`src/source/display_pkg.sv`:
```
`default_nettype none

package display_pkg;

    // raster positions
    typedef logic [10:0] hcount_t;
    typedef logic [9:0] vcount_t;

    // frame index inside one second of video
    typedef logic [5:0] frame_count_t;

    // pixel data, red in the top byte and blue in the bottom byte
    typedef logic [7:0] color_t;
    typedef logic [23:0] rgb_t;
    typedef logic [9:0] tmds_word_t;

    // game timer and seven-segment display
    typedef logic [5:0] seconds_t;
    // active low cathodes, segment a in bit 0
    typedef logic [6:0] segments_t;

    typedef enum logic [1:0] {
        TIMER_IDLE,
        TIMER_RUNNING,
        TIMER_DONE
    } timer_state_t;

    // cycles from the counters until the frame buffer returns the pixel
    parameter int VIDEO_PIPE_STAGES_DEFAULT = 4;

endpackage

`default_nettype wire

```
`src/source/video_timing.sv`:
```
`default_nettype none
`timescale 1ns/100ps

module video_timing #(
    parameter int H_ACTIVE = 1280,
    parameter int H_FRONT = 110,
    parameter int H_SYNC = 40,
    parameter int H_BACK = 220,
    parameter int V_ACTIVE = 720,
    parameter int V_FRONT = 5,
    parameter int V_SYNC = 5,
    parameter int V_BACK = 20,
    parameter int FRAMES_PER_SECOND = 60
) (
    input wire clk_pixel,
    input wire sys_rst,
    output display_pkg::hcount_t hcount,
    output display_pkg::vcount_t vcount,
    output logic hsync,
    output logic vsync,
    output logic active_draw,
    output logic new_frame,
    output display_pkg::frame_count_t frame_count
);
    localparam int H_TOTAL = H_ACTIVE + H_FRONT + H_SYNC + H_BACK;
    localparam int V_TOTAL = V_ACTIVE + V_FRONT + V_SYNC + V_BACK;
    // sync windows sit right after the front porch
    localparam int H_SYNC_START = H_ACTIVE + H_FRONT;
    localparam int V_SYNC_START = V_ACTIVE + V_FRONT;

    logic line_end;
    logic frame_end;
    logic last_frame_of_second;

    assign line_end = (hcount == display_pkg::hcount_t'(H_TOTAL - 1));
    assign frame_end = (vcount == display_pkg::vcount_t'(V_TOTAL - 1));
    assign last_frame_of_second =
        (frame_count == display_pkg::frame_count_t'(FRAMES_PER_SECOND - 1));

    // raster counters, vcount steps on each hcount wrap
    always_ff @(posedge clk_pixel) begin
        if (sys_rst) begin
            hcount <= '0;
            vcount <= '0;
        end else if (line_end) begin
            hcount <= '0;
            vcount <= frame_end ? '0 : vcount + display_pkg::vcount_t'(1);
        end else begin
            hcount <= hcount + display_pkg::hcount_t'(1);
        end
    end

    // decodes straight off the counters
    assign active_draw = (hcount < H_ACTIVE) && (vcount < V_ACTIVE);
    assign hsync = (hcount >= H_SYNC_START) && (hcount < H_SYNC_START + H_SYNC);
    assign vsync = (vcount >= V_SYNC_START) && (vcount < V_SYNC_START + V_SYNC);
    // first blanking pixel after the last active line
    assign new_frame = (hcount == H_ACTIVE) && (vcount == V_ACTIVE);

    // frames within the current second
    always_ff @(posedge clk_pixel) begin
        if (sys_rst) begin
            frame_count <= '0;
        end else if (new_frame) begin
            frame_count <= last_frame_of_second ? '0
                                                : frame_count + display_pkg::frame_count_t'(1);
        end
    end

endmodule

`default_nettype wire

```
`src/source/tmds_encoder.sv`:
```
`default_nettype none
`timescale 1ns/100ps

module tmds_encoder (
    input wire clk_pixel,
    input wire sys_rst,
    input wire display_pkg::color_t data,
    input wire [1:0] control,
    input wire video_enable,
    output display_pkg::tmds_word_t tmds
);
    logic [3:0] data_ones;
    logic [3:0] qm_ones;
    logic use_xnor;
    logic [8:0] q_m;
    // disparity bookkeeping, positive means more ones sent
    logic signed [4:0] disparity;
    logic signed [4:0] disparity_next;
    logic signed [4:0] ones_s;
    logic signed [4:0] zeros_s;
    logic signed [4:0] diff;
    display_pkg::tmds_word_t word_next;

    always_comb begin
        data_ones = '0;
        for (int i = 0; i < 8; i++) begin
            data_ones = data_ones + {3'b000, data[i]};
        end
    end

    // pick xnor when it gives fewer transitions
    assign use_xnor = (data_ones > 4'd4) || ((data_ones == 4'd4) && !data[0]);

    always_comb begin
        q_m[0] = data[0];
        for (int i = 1; i < 8; i++) begin
            q_m[i] = use_xnor ? ~(q_m[i-1] ^ data[i]) : (q_m[i-1] ^ data[i]);
        end
        q_m[8] = ~use_xnor;
    end

    always_comb begin
        qm_ones = '0;
        for (int i = 0; i < 8; i++) begin
            qm_ones = qm_ones + {3'b000, q_m[i]};
        end
    end

    assign ones_s = $signed({1'b0, qm_ones});
    assign zeros_s = 5'sd8 - ones_s;
    // ones minus zeros of the minimised byte
    assign diff = ones_s - zeros_s;

    // dc balancing, invert when it pulls the disparity back toward zero
    always_comb begin
        if ((disparity == 5'sd0) || (diff == 5'sd0)) begin
            word_next = {~q_m[8], q_m[8], q_m[8] ? q_m[7:0] : ~q_m[7:0]};
            disparity_next = q_m[8] ? disparity + diff : disparity - diff;
        end else if (((disparity > 5'sd0) && (diff > 5'sd0)) ||
                     ((disparity < 5'sd0) && (diff < 5'sd0))) begin
            word_next = {1'b1, q_m[8], ~q_m[7:0]};
            disparity_next = disparity + (q_m[8] ? 5'sd2 : 5'sd0) - diff;
        end else begin
            word_next = {1'b0, q_m[8], q_m[7:0]};
            disparity_next = disparity - (q_m[8] ? 5'sd0 : 5'sd2) + diff;
        end
    end

    always_ff @(posedge clk_pixel) begin
        if (sys_rst) begin
            tmds <= '0;
            disparity <= '0;
        end else if (video_enable) begin
            tmds <= word_next;
            disparity <= disparity_next;
        end else begin
            // blanking sends a control token and restarts the balance
            disparity <= '0;
            case (control)
                2'b00: tmds <= 10'b1101010100;
                2'b01: tmds <= 10'b0010101011;
                2'b10: tmds <= 10'b0101010100;
                default: tmds <= 10'b1010101011;
            endcase
        end
    end

endmodule

`default_nettype wire

```
`src/source/hdmi_encode.sv`:
```
`default_nettype none
`timescale 1ns/100ps

module hdmi_encode #(
    parameter int VIDEO_PIPE_STAGES = 4
) (
    input wire clk_pixel,
    input wire sys_rst,
    input wire hsync,
    input wire vsync,
    input wire active_draw,
    input wire display_pkg::rgb_t pixel_rgb,
    output display_pkg::tmds_word_t tmds_red,
    output display_pkg::tmds_word_t tmds_green,
    output display_pkg::tmds_word_t tmds_blue
);
    // {vsync, hsync, active_draw} per stage, index 0 is the newest
    logic [2:0] ctrl_pipe [VIDEO_PIPE_STAGES];
    logic [2:0] ctrl_aligned;

    // hold the timing levels until the frame buffer pixel shows up
    always_ff @(posedge clk_pixel) begin
        if (sys_rst) begin
            for (int i = 0; i < VIDEO_PIPE_STAGES; i++) begin
                ctrl_pipe[i] <= '0;
            end
        end else begin
            ctrl_pipe[0] <= {vsync, hsync, active_draw};
            for (int i = 1; i < VIDEO_PIPE_STAGES; i++) begin
                ctrl_pipe[i] <= ctrl_pipe[i-1];
            end
        end
    end

    assign ctrl_aligned = ctrl_pipe[VIDEO_PIPE_STAGES-1];

    // red and green only ever carry control 0
    tmds_encoder u_enc_red (
        .clk_pixel(clk_pixel),
        .sys_rst(sys_rst),
        .data(pixel_rgb[23:16]),
        .control(2'b00),
        .video_enable(ctrl_aligned[0]),
        .tmds(tmds_red)
    );

    tmds_encoder u_enc_green (
        .clk_pixel(clk_pixel),
        .sys_rst(sys_rst),
        .data(pixel_rgb[15:8]),
        .control(2'b00),
        .video_enable(ctrl_aligned[0]),
        .tmds(tmds_green)
    );

    // syncs ride on blue during blanking
    tmds_encoder u_enc_blue (
        .clk_pixel(clk_pixel),
        .sys_rst(sys_rst),
        .data(pixel_rgb[7:0]),
        .control(ctrl_aligned[2:1]),
        .video_enable(ctrl_aligned[0]),
        .tmds(tmds_blue)
    );

endmodule

`default_nettype wire

```
`src/source/game_timer.sv`:
```
`default_nettype none
`timescale 1ns/100ps

module game_timer #(
    parameter int TIMER_SECONDS = 60,
    parameter int FRAMES_PER_SECOND = 60
) (
    input wire clk_pixel,
    input wire sys_rst,
    input wire start_timer,
    input wire new_frame,
    input wire display_pkg::frame_count_t frame_count,
    output display_pkg::seconds_t time_left,
    output logic timer_done
);
    display_pkg::timer_state_t state;
    logic second_tick;

    // one pulse per second, on the last frame of the second
    assign second_tick = new_frame &&
        (frame_count == display_pkg::frame_count_t'(FRAMES_PER_SECOND - 1));

    always_ff @(posedge clk_pixel) begin
        if (sys_rst) begin
            state <= display_pkg::TIMER_IDLE;
            time_left <= '0;
        end else if (start_timer) begin
            // start or restart from any state
            state <= display_pkg::TIMER_RUNNING;
            time_left <= display_pkg::seconds_t'(TIMER_SECONDS);
        end else begin
            case (state)
                display_pkg::TIMER_RUNNING: begin
                    if (second_tick) begin
                        if (time_left <= display_pkg::seconds_t'(1)) begin
                            time_left <= '0;
                            state <= display_pkg::TIMER_DONE;
                        end else begin
                            time_left <= time_left - display_pkg::seconds_t'(1);
                        end
                    end
                end
                // idle and done wait for a start
                default: state <= state;
            endcase
        end
    end

    // done holds until the next start pulse
    assign timer_done = (state == display_pkg::TIMER_DONE);

endmodule

`default_nettype wire

```
`src/source/seven_segment_controller.sv`:
```
`default_nettype none
`timescale 1ns/100ps

module seven_segment_controller #(
    parameter int REFRESH_DIV = 1024
) (
    input wire clk_pixel,
    input wire sys_rst,
    input wire display_pkg::seconds_t value,
    output display_pkg::segments_t cathodes,
    output logic [1:0] anodes
);
    localparam int REFRESH_W = (REFRESH_DIV > 1) ? $clog2(REFRESH_DIV) : 1;

    logic [REFRESH_W-1:0] refresh_count;
    logic show_tens;
    logic [3:0] tens_digit;
    logic [3:0] ones_digit;
    logic [3:0] shown_digit;

    // active low patterns, bit 0 is segment a
    function automatic display_pkg::segments_t digit_to_segments(input logic [3:0] digit);
        display_pkg::segments_t pattern;
        case (digit)
            4'd0: pattern = 7'b1000000;
            4'd1: pattern = 7'b1111001;
            4'd2: pattern = 7'b0100100;
            4'd3: pattern = 7'b0110000;
            4'd4: pattern = 7'b0011001;
            4'd5: pattern = 7'b0010010;
            4'd6: pattern = 7'b0000010;
            4'd7: pattern = 7'b1111000;
            4'd8: pattern = 7'b0000000;
            4'd9: pattern = 7'b0010000;
            default: pattern = 7'b1111111;
        endcase
        return pattern;
    endfunction

    // decimal split, value never exceeds 63
    assign tens_digit = 4'(value / 6'd10);
    assign ones_digit = 4'(value % 6'd10);
    assign shown_digit = show_tens ? tens_digit : ones_digit;

    // swap digits every REFRESH_DIV cycles, ones first
    always_ff @(posedge clk_pixel) begin
        if (sys_rst) begin
            refresh_count <= '0;
            show_tens <= 1'b0;
        end else if (refresh_count == REFRESH_W'(REFRESH_DIV - 1)) begin
            refresh_count <= '0;
            show_tens <= ~show_tens;
        end else begin
            refresh_count <= refresh_count + 1'b1;
        end
    end

    // anodes and segments registered together so they never mismatch
    always_ff @(posedge clk_pixel) begin
        if (sys_rst) begin
            anodes <= 2'b11;
            cathodes <= 7'b1111111;
        end else begin
            anodes <= show_tens ? 2'b01 : 2'b10;
            cathodes <= digit_to_segments(shown_digit);
        end
    end

endmodule

`default_nettype wire

```
`src/source/display_top.sv`:
```
`default_nettype none
`timescale 1ns/100ps

module display_top #(
    parameter int H_ACTIVE = 1280,
    parameter int H_FRONT = 110,
    parameter int H_SYNC = 40,
    parameter int H_BACK = 220,
    parameter int V_ACTIVE = 720,
    parameter int V_FRONT = 5,
    parameter int V_SYNC = 5,
    parameter int V_BACK = 20,
    parameter int FRAMES_PER_SECOND = 60,
    parameter int TIMER_SECONDS = 60,
    parameter int REFRESH_DIV = 1024,
    parameter int VIDEO_PIPE_STAGES = display_pkg::VIDEO_PIPE_STAGES_DEFAULT
) (
    input wire clk_pixel,
    input wire sys_rst,
    input wire display_pkg::rgb_t pixel_rgb,
    input wire start_timer,
    output wire display_pkg::hcount_t hcount,
    output wire display_pkg::vcount_t vcount,
    output wire display_pkg::tmds_word_t tmds_red,
    output wire display_pkg::tmds_word_t tmds_green,
    output wire display_pkg::tmds_word_t tmds_blue,
    output wire display_pkg::seconds_t time_left,
    output wire timer_done,
    output wire display_pkg::segments_t cathodes,
    output wire [1:0] anodes
);
    // timing generator to encoder and timer
    wire hsync;
    wire vsync;
    wire active_draw;
    wire new_frame;
    wire display_pkg::frame_count_t frame_count;

    video_timing #(
        .H_ACTIVE(H_ACTIVE),
        .H_FRONT(H_FRONT),
        .H_SYNC(H_SYNC),
        .H_BACK(H_BACK),
        .V_ACTIVE(V_ACTIVE),
        .V_FRONT(V_FRONT),
        .V_SYNC(V_SYNC),
        .V_BACK(V_BACK),
        .FRAMES_PER_SECOND(FRAMES_PER_SECOND)
    ) u_timing (
        .clk_pixel(clk_pixel),
        .sys_rst(sys_rst),
        .hcount(hcount),
        .vcount(vcount),
        .hsync(hsync),
        .vsync(vsync),
        .active_draw(active_draw),
        .new_frame(new_frame),
        .frame_count(frame_count)
    );

    // pixel_rgb comes back from the frame buffer VIDEO_PIPE_STAGES late
    hdmi_encode #(
        .VIDEO_PIPE_STAGES(VIDEO_PIPE_STAGES)
    ) u_hdmi (
        .clk_pixel(clk_pixel),
        .sys_rst(sys_rst),
        .hsync(hsync),
        .vsync(vsync),
        .active_draw(active_draw),
        .pixel_rgb(pixel_rgb),
        .tmds_red(tmds_red),
        .tmds_green(tmds_green),
        .tmds_blue(tmds_blue)
    );

    game_timer #(
        .TIMER_SECONDS(TIMER_SECONDS),
        .FRAMES_PER_SECOND(FRAMES_PER_SECOND)
    ) u_timer (
        .clk_pixel(clk_pixel),
        .sys_rst(sys_rst),
        .start_timer(start_timer),
        .new_frame(new_frame),
        .frame_count(frame_count),
        .time_left(time_left),
        .timer_done(timer_done)
    );

    // seconds remaining on the two digit display
    seven_segment_controller #(
        .REFRESH_DIV(REFRESH_DIV)
    ) u_segments (
        .clk_pixel(clk_pixel),
        .sys_rst(sys_rst),
        .value(time_left),
        .cathodes(cathodes),
        .anodes(anodes)
    );

endmodule

`default_nettype wire

```
`config.mk`:
```
export PLATFORM = sky130hd
export DESIGN_NAME = display_top
export DESIGN_NICKNAME = d
export VERILOG_FILES = /design/src/source/display_pkg.sv /design/src/source/video_timing.sv /design/src/source/tmds_encoder.sv /design/src/source/hdmi_encode.sv /design/src/source/game_timer.sv /design/src/source/seven_segment_controller.sv /design/src/source/display_top.sv
export SDC_FILE = /design/constraint.sdc
export NUM_CORES = 1
export LEC_CHECK = 0
export ABC_AREA = 1
export BUFFER_PORTS_ARGS = -buffer_cell sky130_fd_sc_hd__buf_2
export CAP_MARGIN = 30
export CORE_MARGIN = 3
export CORE_UTILIZATION = 55
export CTS_BUF_LIST = sky130_fd_sc_hd__clkbuf_8 sky130_fd_sc_hd__clkbuf_16
export DETAILED_ROUTE_END_ITERATION = 6
export PLACE_DENSITY = 0.83
export REMOVE_ABC_BUFFERS = 1
export SLEW_MARGIN = 20
export SYNTH_ARGS = -nofsm -noshare
export SYNTH_HDL_FRONTEND = slang
export SYNTH_SLANG_ARGS = --single-unit
```
`constraint.sdc`:
```
create_clock -name clk_pixel -period 10.67 [get_ports clk_pixel]
set_clock_uncertainty 0.15 [all_clocks]
set_input_delay 1.6005 -clock clk_pixel [delete_from_list [all_inputs] [get_ports clk_pixel]]
set_output_delay 1.6005 -clock clk_pixel [all_outputs]
set_load 0.01 [all_outputs]
```
==> results.md <==
* Avg Vias per Cell at 5.38
* Hold path startpoint: u_hdmi.ctrl_pipe[2][2]$_SDFF_PP0_
* Core Footprint at 0.0149 mm^2
* IO Count at 94
* Remaining global-route overflow at 0
* Yosys reg bits at 109
* Antenna violations before repair at 0
* Routed Antenna Nets at 0
* Unrepaired setup endpoints after global routing: no
* Worst Path Max Fanout at 11
* Crit path launch type: input pin
* Flop-to-flop setup slack at 7.70 ns
* Fin crit share at 89.7%
* Ant. Diodes at 0
* Setup ws final at 1.10 ns
* Most frequent cells in the layout: inv_1, nand2_1, dfxtp_1
* Seq/Total Area, Yosys at 25.5%
* H-tree depth at 3
* Syn Inst Count at 1165
* Met1 Usage GRT at 32.0%
* Number of global-route vias before repair at 7204
* Final WL at 19.9 mm
* Max-capacitance violation count at 0
* DR vias at 7768
* Final Wtd Congestion at 0.899
* Fmax at 0.104 GHz
* Critical path class: in2reg
* Yosys cell types at 50
* Die height at 131 um
* Final Util at 63.9%
* # DRC at 0
* Largest stage delay, worst path at 0.56 ns
* GR Util met2 at 39.0%
* CTS max path bufs at 2
* DRT Pass-1 Iters at 5
* Cells resized by post-CTS repair at 0
* Most Used Layer, Global Route: met2
* Die width at 131 um
* PortBufs at 93
* First-pass GRT wire length at 33.1 mm
* Syn_area_per_cell at 7.34 um^2
* CP max stage cell: fa_1
* Most used DFF post-synth: dfxtp_1
* Fillcell total at 1326
* Nets at 1402
* EDFF count, synth at 0
* CTS Root Cell: clkbuf_16
* Final setup TNS at 0 ns
* Post-Place Worst Slack at 0.737 ns
* Largest net degree at the start of global routing at 29
* Number of slew-limit violations in the final report at 0
* Post-CTS Hold Fix Bufs at 0
* Layout cell share with drive strength beyond 1 at 14.0%
* CTS tree: done
* Clock-pin slew on the worst setup and hold paths at 0.08 ns
* Met3 GRT Util at 3.90%
* Synth-to-layout area growth at 11.2%
* CP arrival at 9.73 ns
* Async S/R FF share, synth at 0%
* Slew Limit Headroom at 46.5%
* Critical Path End Type: flip-flop
* Fin. Hold Viols at 0
* HP Class: reg2reg
* Dpl cells at 1429
* GRT Overall Usage at 23.8%
* Commonest non-fill, non-tap cell in the layout: inv_1
* R2r startpoint: u_timer.time_left[3]$_SDFFE_PP0P_
* CP startpoint: pixel_rgb[16]
* Routed length per instance at 13.8 um
* Final HPWL from detailed placement at 15.7 mm
* Post-CTS Setup Repair Bufs at 0
* Final cell count without fillers at 1445
* Clock period minus worst slack at 9.57 ns
* Row cnt at 44
* Worst skew pair latency at 0.36 ns
* First DRT Iteration DRCs at 492
* Status: complete, no violations
* Setup violators final at 0
* Data required, critical path at 10.83 ns
* Die area at 0.0171 mm^2
* Worst-margin pin slew at 0.794 ns
* Syn Std Cell Area at 0.00855 mm^2
* Initial core utilization at 57.5%
* Number of buffers created by CTS at 9
* CP dominant cell by count: fa_1
* Clock Sinks at 109
* Yosys warnings at 0
-- critical path, delay by kind of cell --
kind	cells	cell delay (ns)
xor+xnor	1	0.39
fa+ha+maj	10	3.94
buf+inv	7	0.64
simple gates	15	2.10
compound gates	4	1.05
-- path summary, 6_finish.rpt --
path,to,depth (start not counted)
setup reg to reg,u_segments.cathodes[5]$_SDFF_PP1_,18
hold reg to reg,u_hdmi.ctrl_pipe[3][2]$_SDFF_PP0_,2
setup / recovery,u_hdmi.u_enc_red.tmds[4]$_SDFF_PP0_,37
hold / removal,u_hdmi.ctrl_pipe[3][2]$_SDFF_PP0_,2
-- state kept, by name (all words and copies together) (netlist names), 7 cells and up --
| signal | flops |
|---|---|
| u_hdmi.ctrl_pipe | 12 |
| u_timing.hcount | 11 |
| u_hdmi.u_enc_blue.tmds | 10 |
| u_hdmi.u_enc_green.tmds | 10 |
| u_hdmi.u_enc_red.tmds | 10 |
| u_segments.refresh_count | 10 |
| u_timing.vcount | 10 |
| u_segments.cathodes | 7 |
-- metrics by stage --
step                      hold WS, ns  cell area [um^2]
after CTS                       0.256              9500
after detailed placement        0.245              9200
after global routing            0.268              9500
after global placement          0.244              9200
final                           0.254              9500
after floorplan                 0.238              8460
-- metal layers --
| metal | wire length, um | up-vias |
|---|---|---|
| met2 | 9200 | 255 |
| met3 | 1260 | 44 |
| met5 | 0 | - |
| met1 | 8860 | 3557 |
| met4 | 559 | 0 |
| li1 | - | 3912 |
-- cells by family (layout without fill, tap and decap cells) --
| group | count (synthesis) | in the layout | share of synthesized area, % |
|---|---|---|---|
| xor+xnor | 54 | 54 | 5.88 |
| compound gates | 169 | 169 | 11.8 |
| simple gates | 473 | 473 | 25.3 |
| mux | 1 | 1 | 0.117 |
| fa+ha+maj | 119 | 119 | 20.6 |
| flops | 109 | 109 | 25.5 |
| buf+inv | 240 | 336 | 10.8 |
-- Yosys cell counts (2+ instances only) --
cell type | n | area, um^2
xor2_1 | 36 | 315
o21a_1 | 3 | 22.5
and3_1 | 4 | 25.0
a21oi_1 | 48 | 240
o22ai_1 | 2 | 12.5
o211ai_1 | 10 | 75.1
buf_4 | 2 | 15.0
inv_1 | 214 | 803
o21ai_0 | 59 | 295
nor3_1 | 25 | 125
nor4_1 | 9 | 56.3
clkbuf_1 | 11 | 41.3
nand3b_1 | 3 | 22.5
nand2_4 | 4 | 45.0
nand3_1 | 76 | 380
o21ai_2 | 2 | 17.5
nand3_2 | 9 | 90.1
fa_1 | 36 | 721
xnor2_1 | 15 | 131
ha_1 | 83 | 1040
buf_2 | 4 | 20.0
or2_2 | 4 | 25.0
nor2_1 | 106 | 398
nor2_2 | 2 | 12.5
nand4_1 | 4 | 25.0
a211oi_1 | 10 | 75.1
dfxtp_1 | 109 | 2180
nand2_1 | 193 | 724
a31oi_1 | 11 | 68.8
nand2_2 | 26 | 163
nor3b_1 | 7 | 52.6
a21oi_4 | 3 | 48.8
a21o_1 | 5 | 37.5
o21ai_1 | 5 | 25.0
inv_2 | 8 | 30.0
a311oi_1 | 3 | 26.3
-- layout make-up --
| type | instances | area (um^2) | area share, % |
|---|---|---|---|
| Multi-Input combinational cell | 816 | 5450 | 57.3 |
| Sequential cell | 109 | 2180 | 23.0 |
| Inverter | 222 | 833 | 8.77 |
| Timing Repair Buffer | 98 | 503 | 5.29 |
| Clock buffer | 10 | 239 | 2.51 |
| Tap cell | 184 | 230 | 2.42 |
| Clock inverter | 6 | 70.1 | 0.737 |
Power is not shown: default switching activity piles up to over one toggle a cycle in this logic, so the estimate is an artifact.
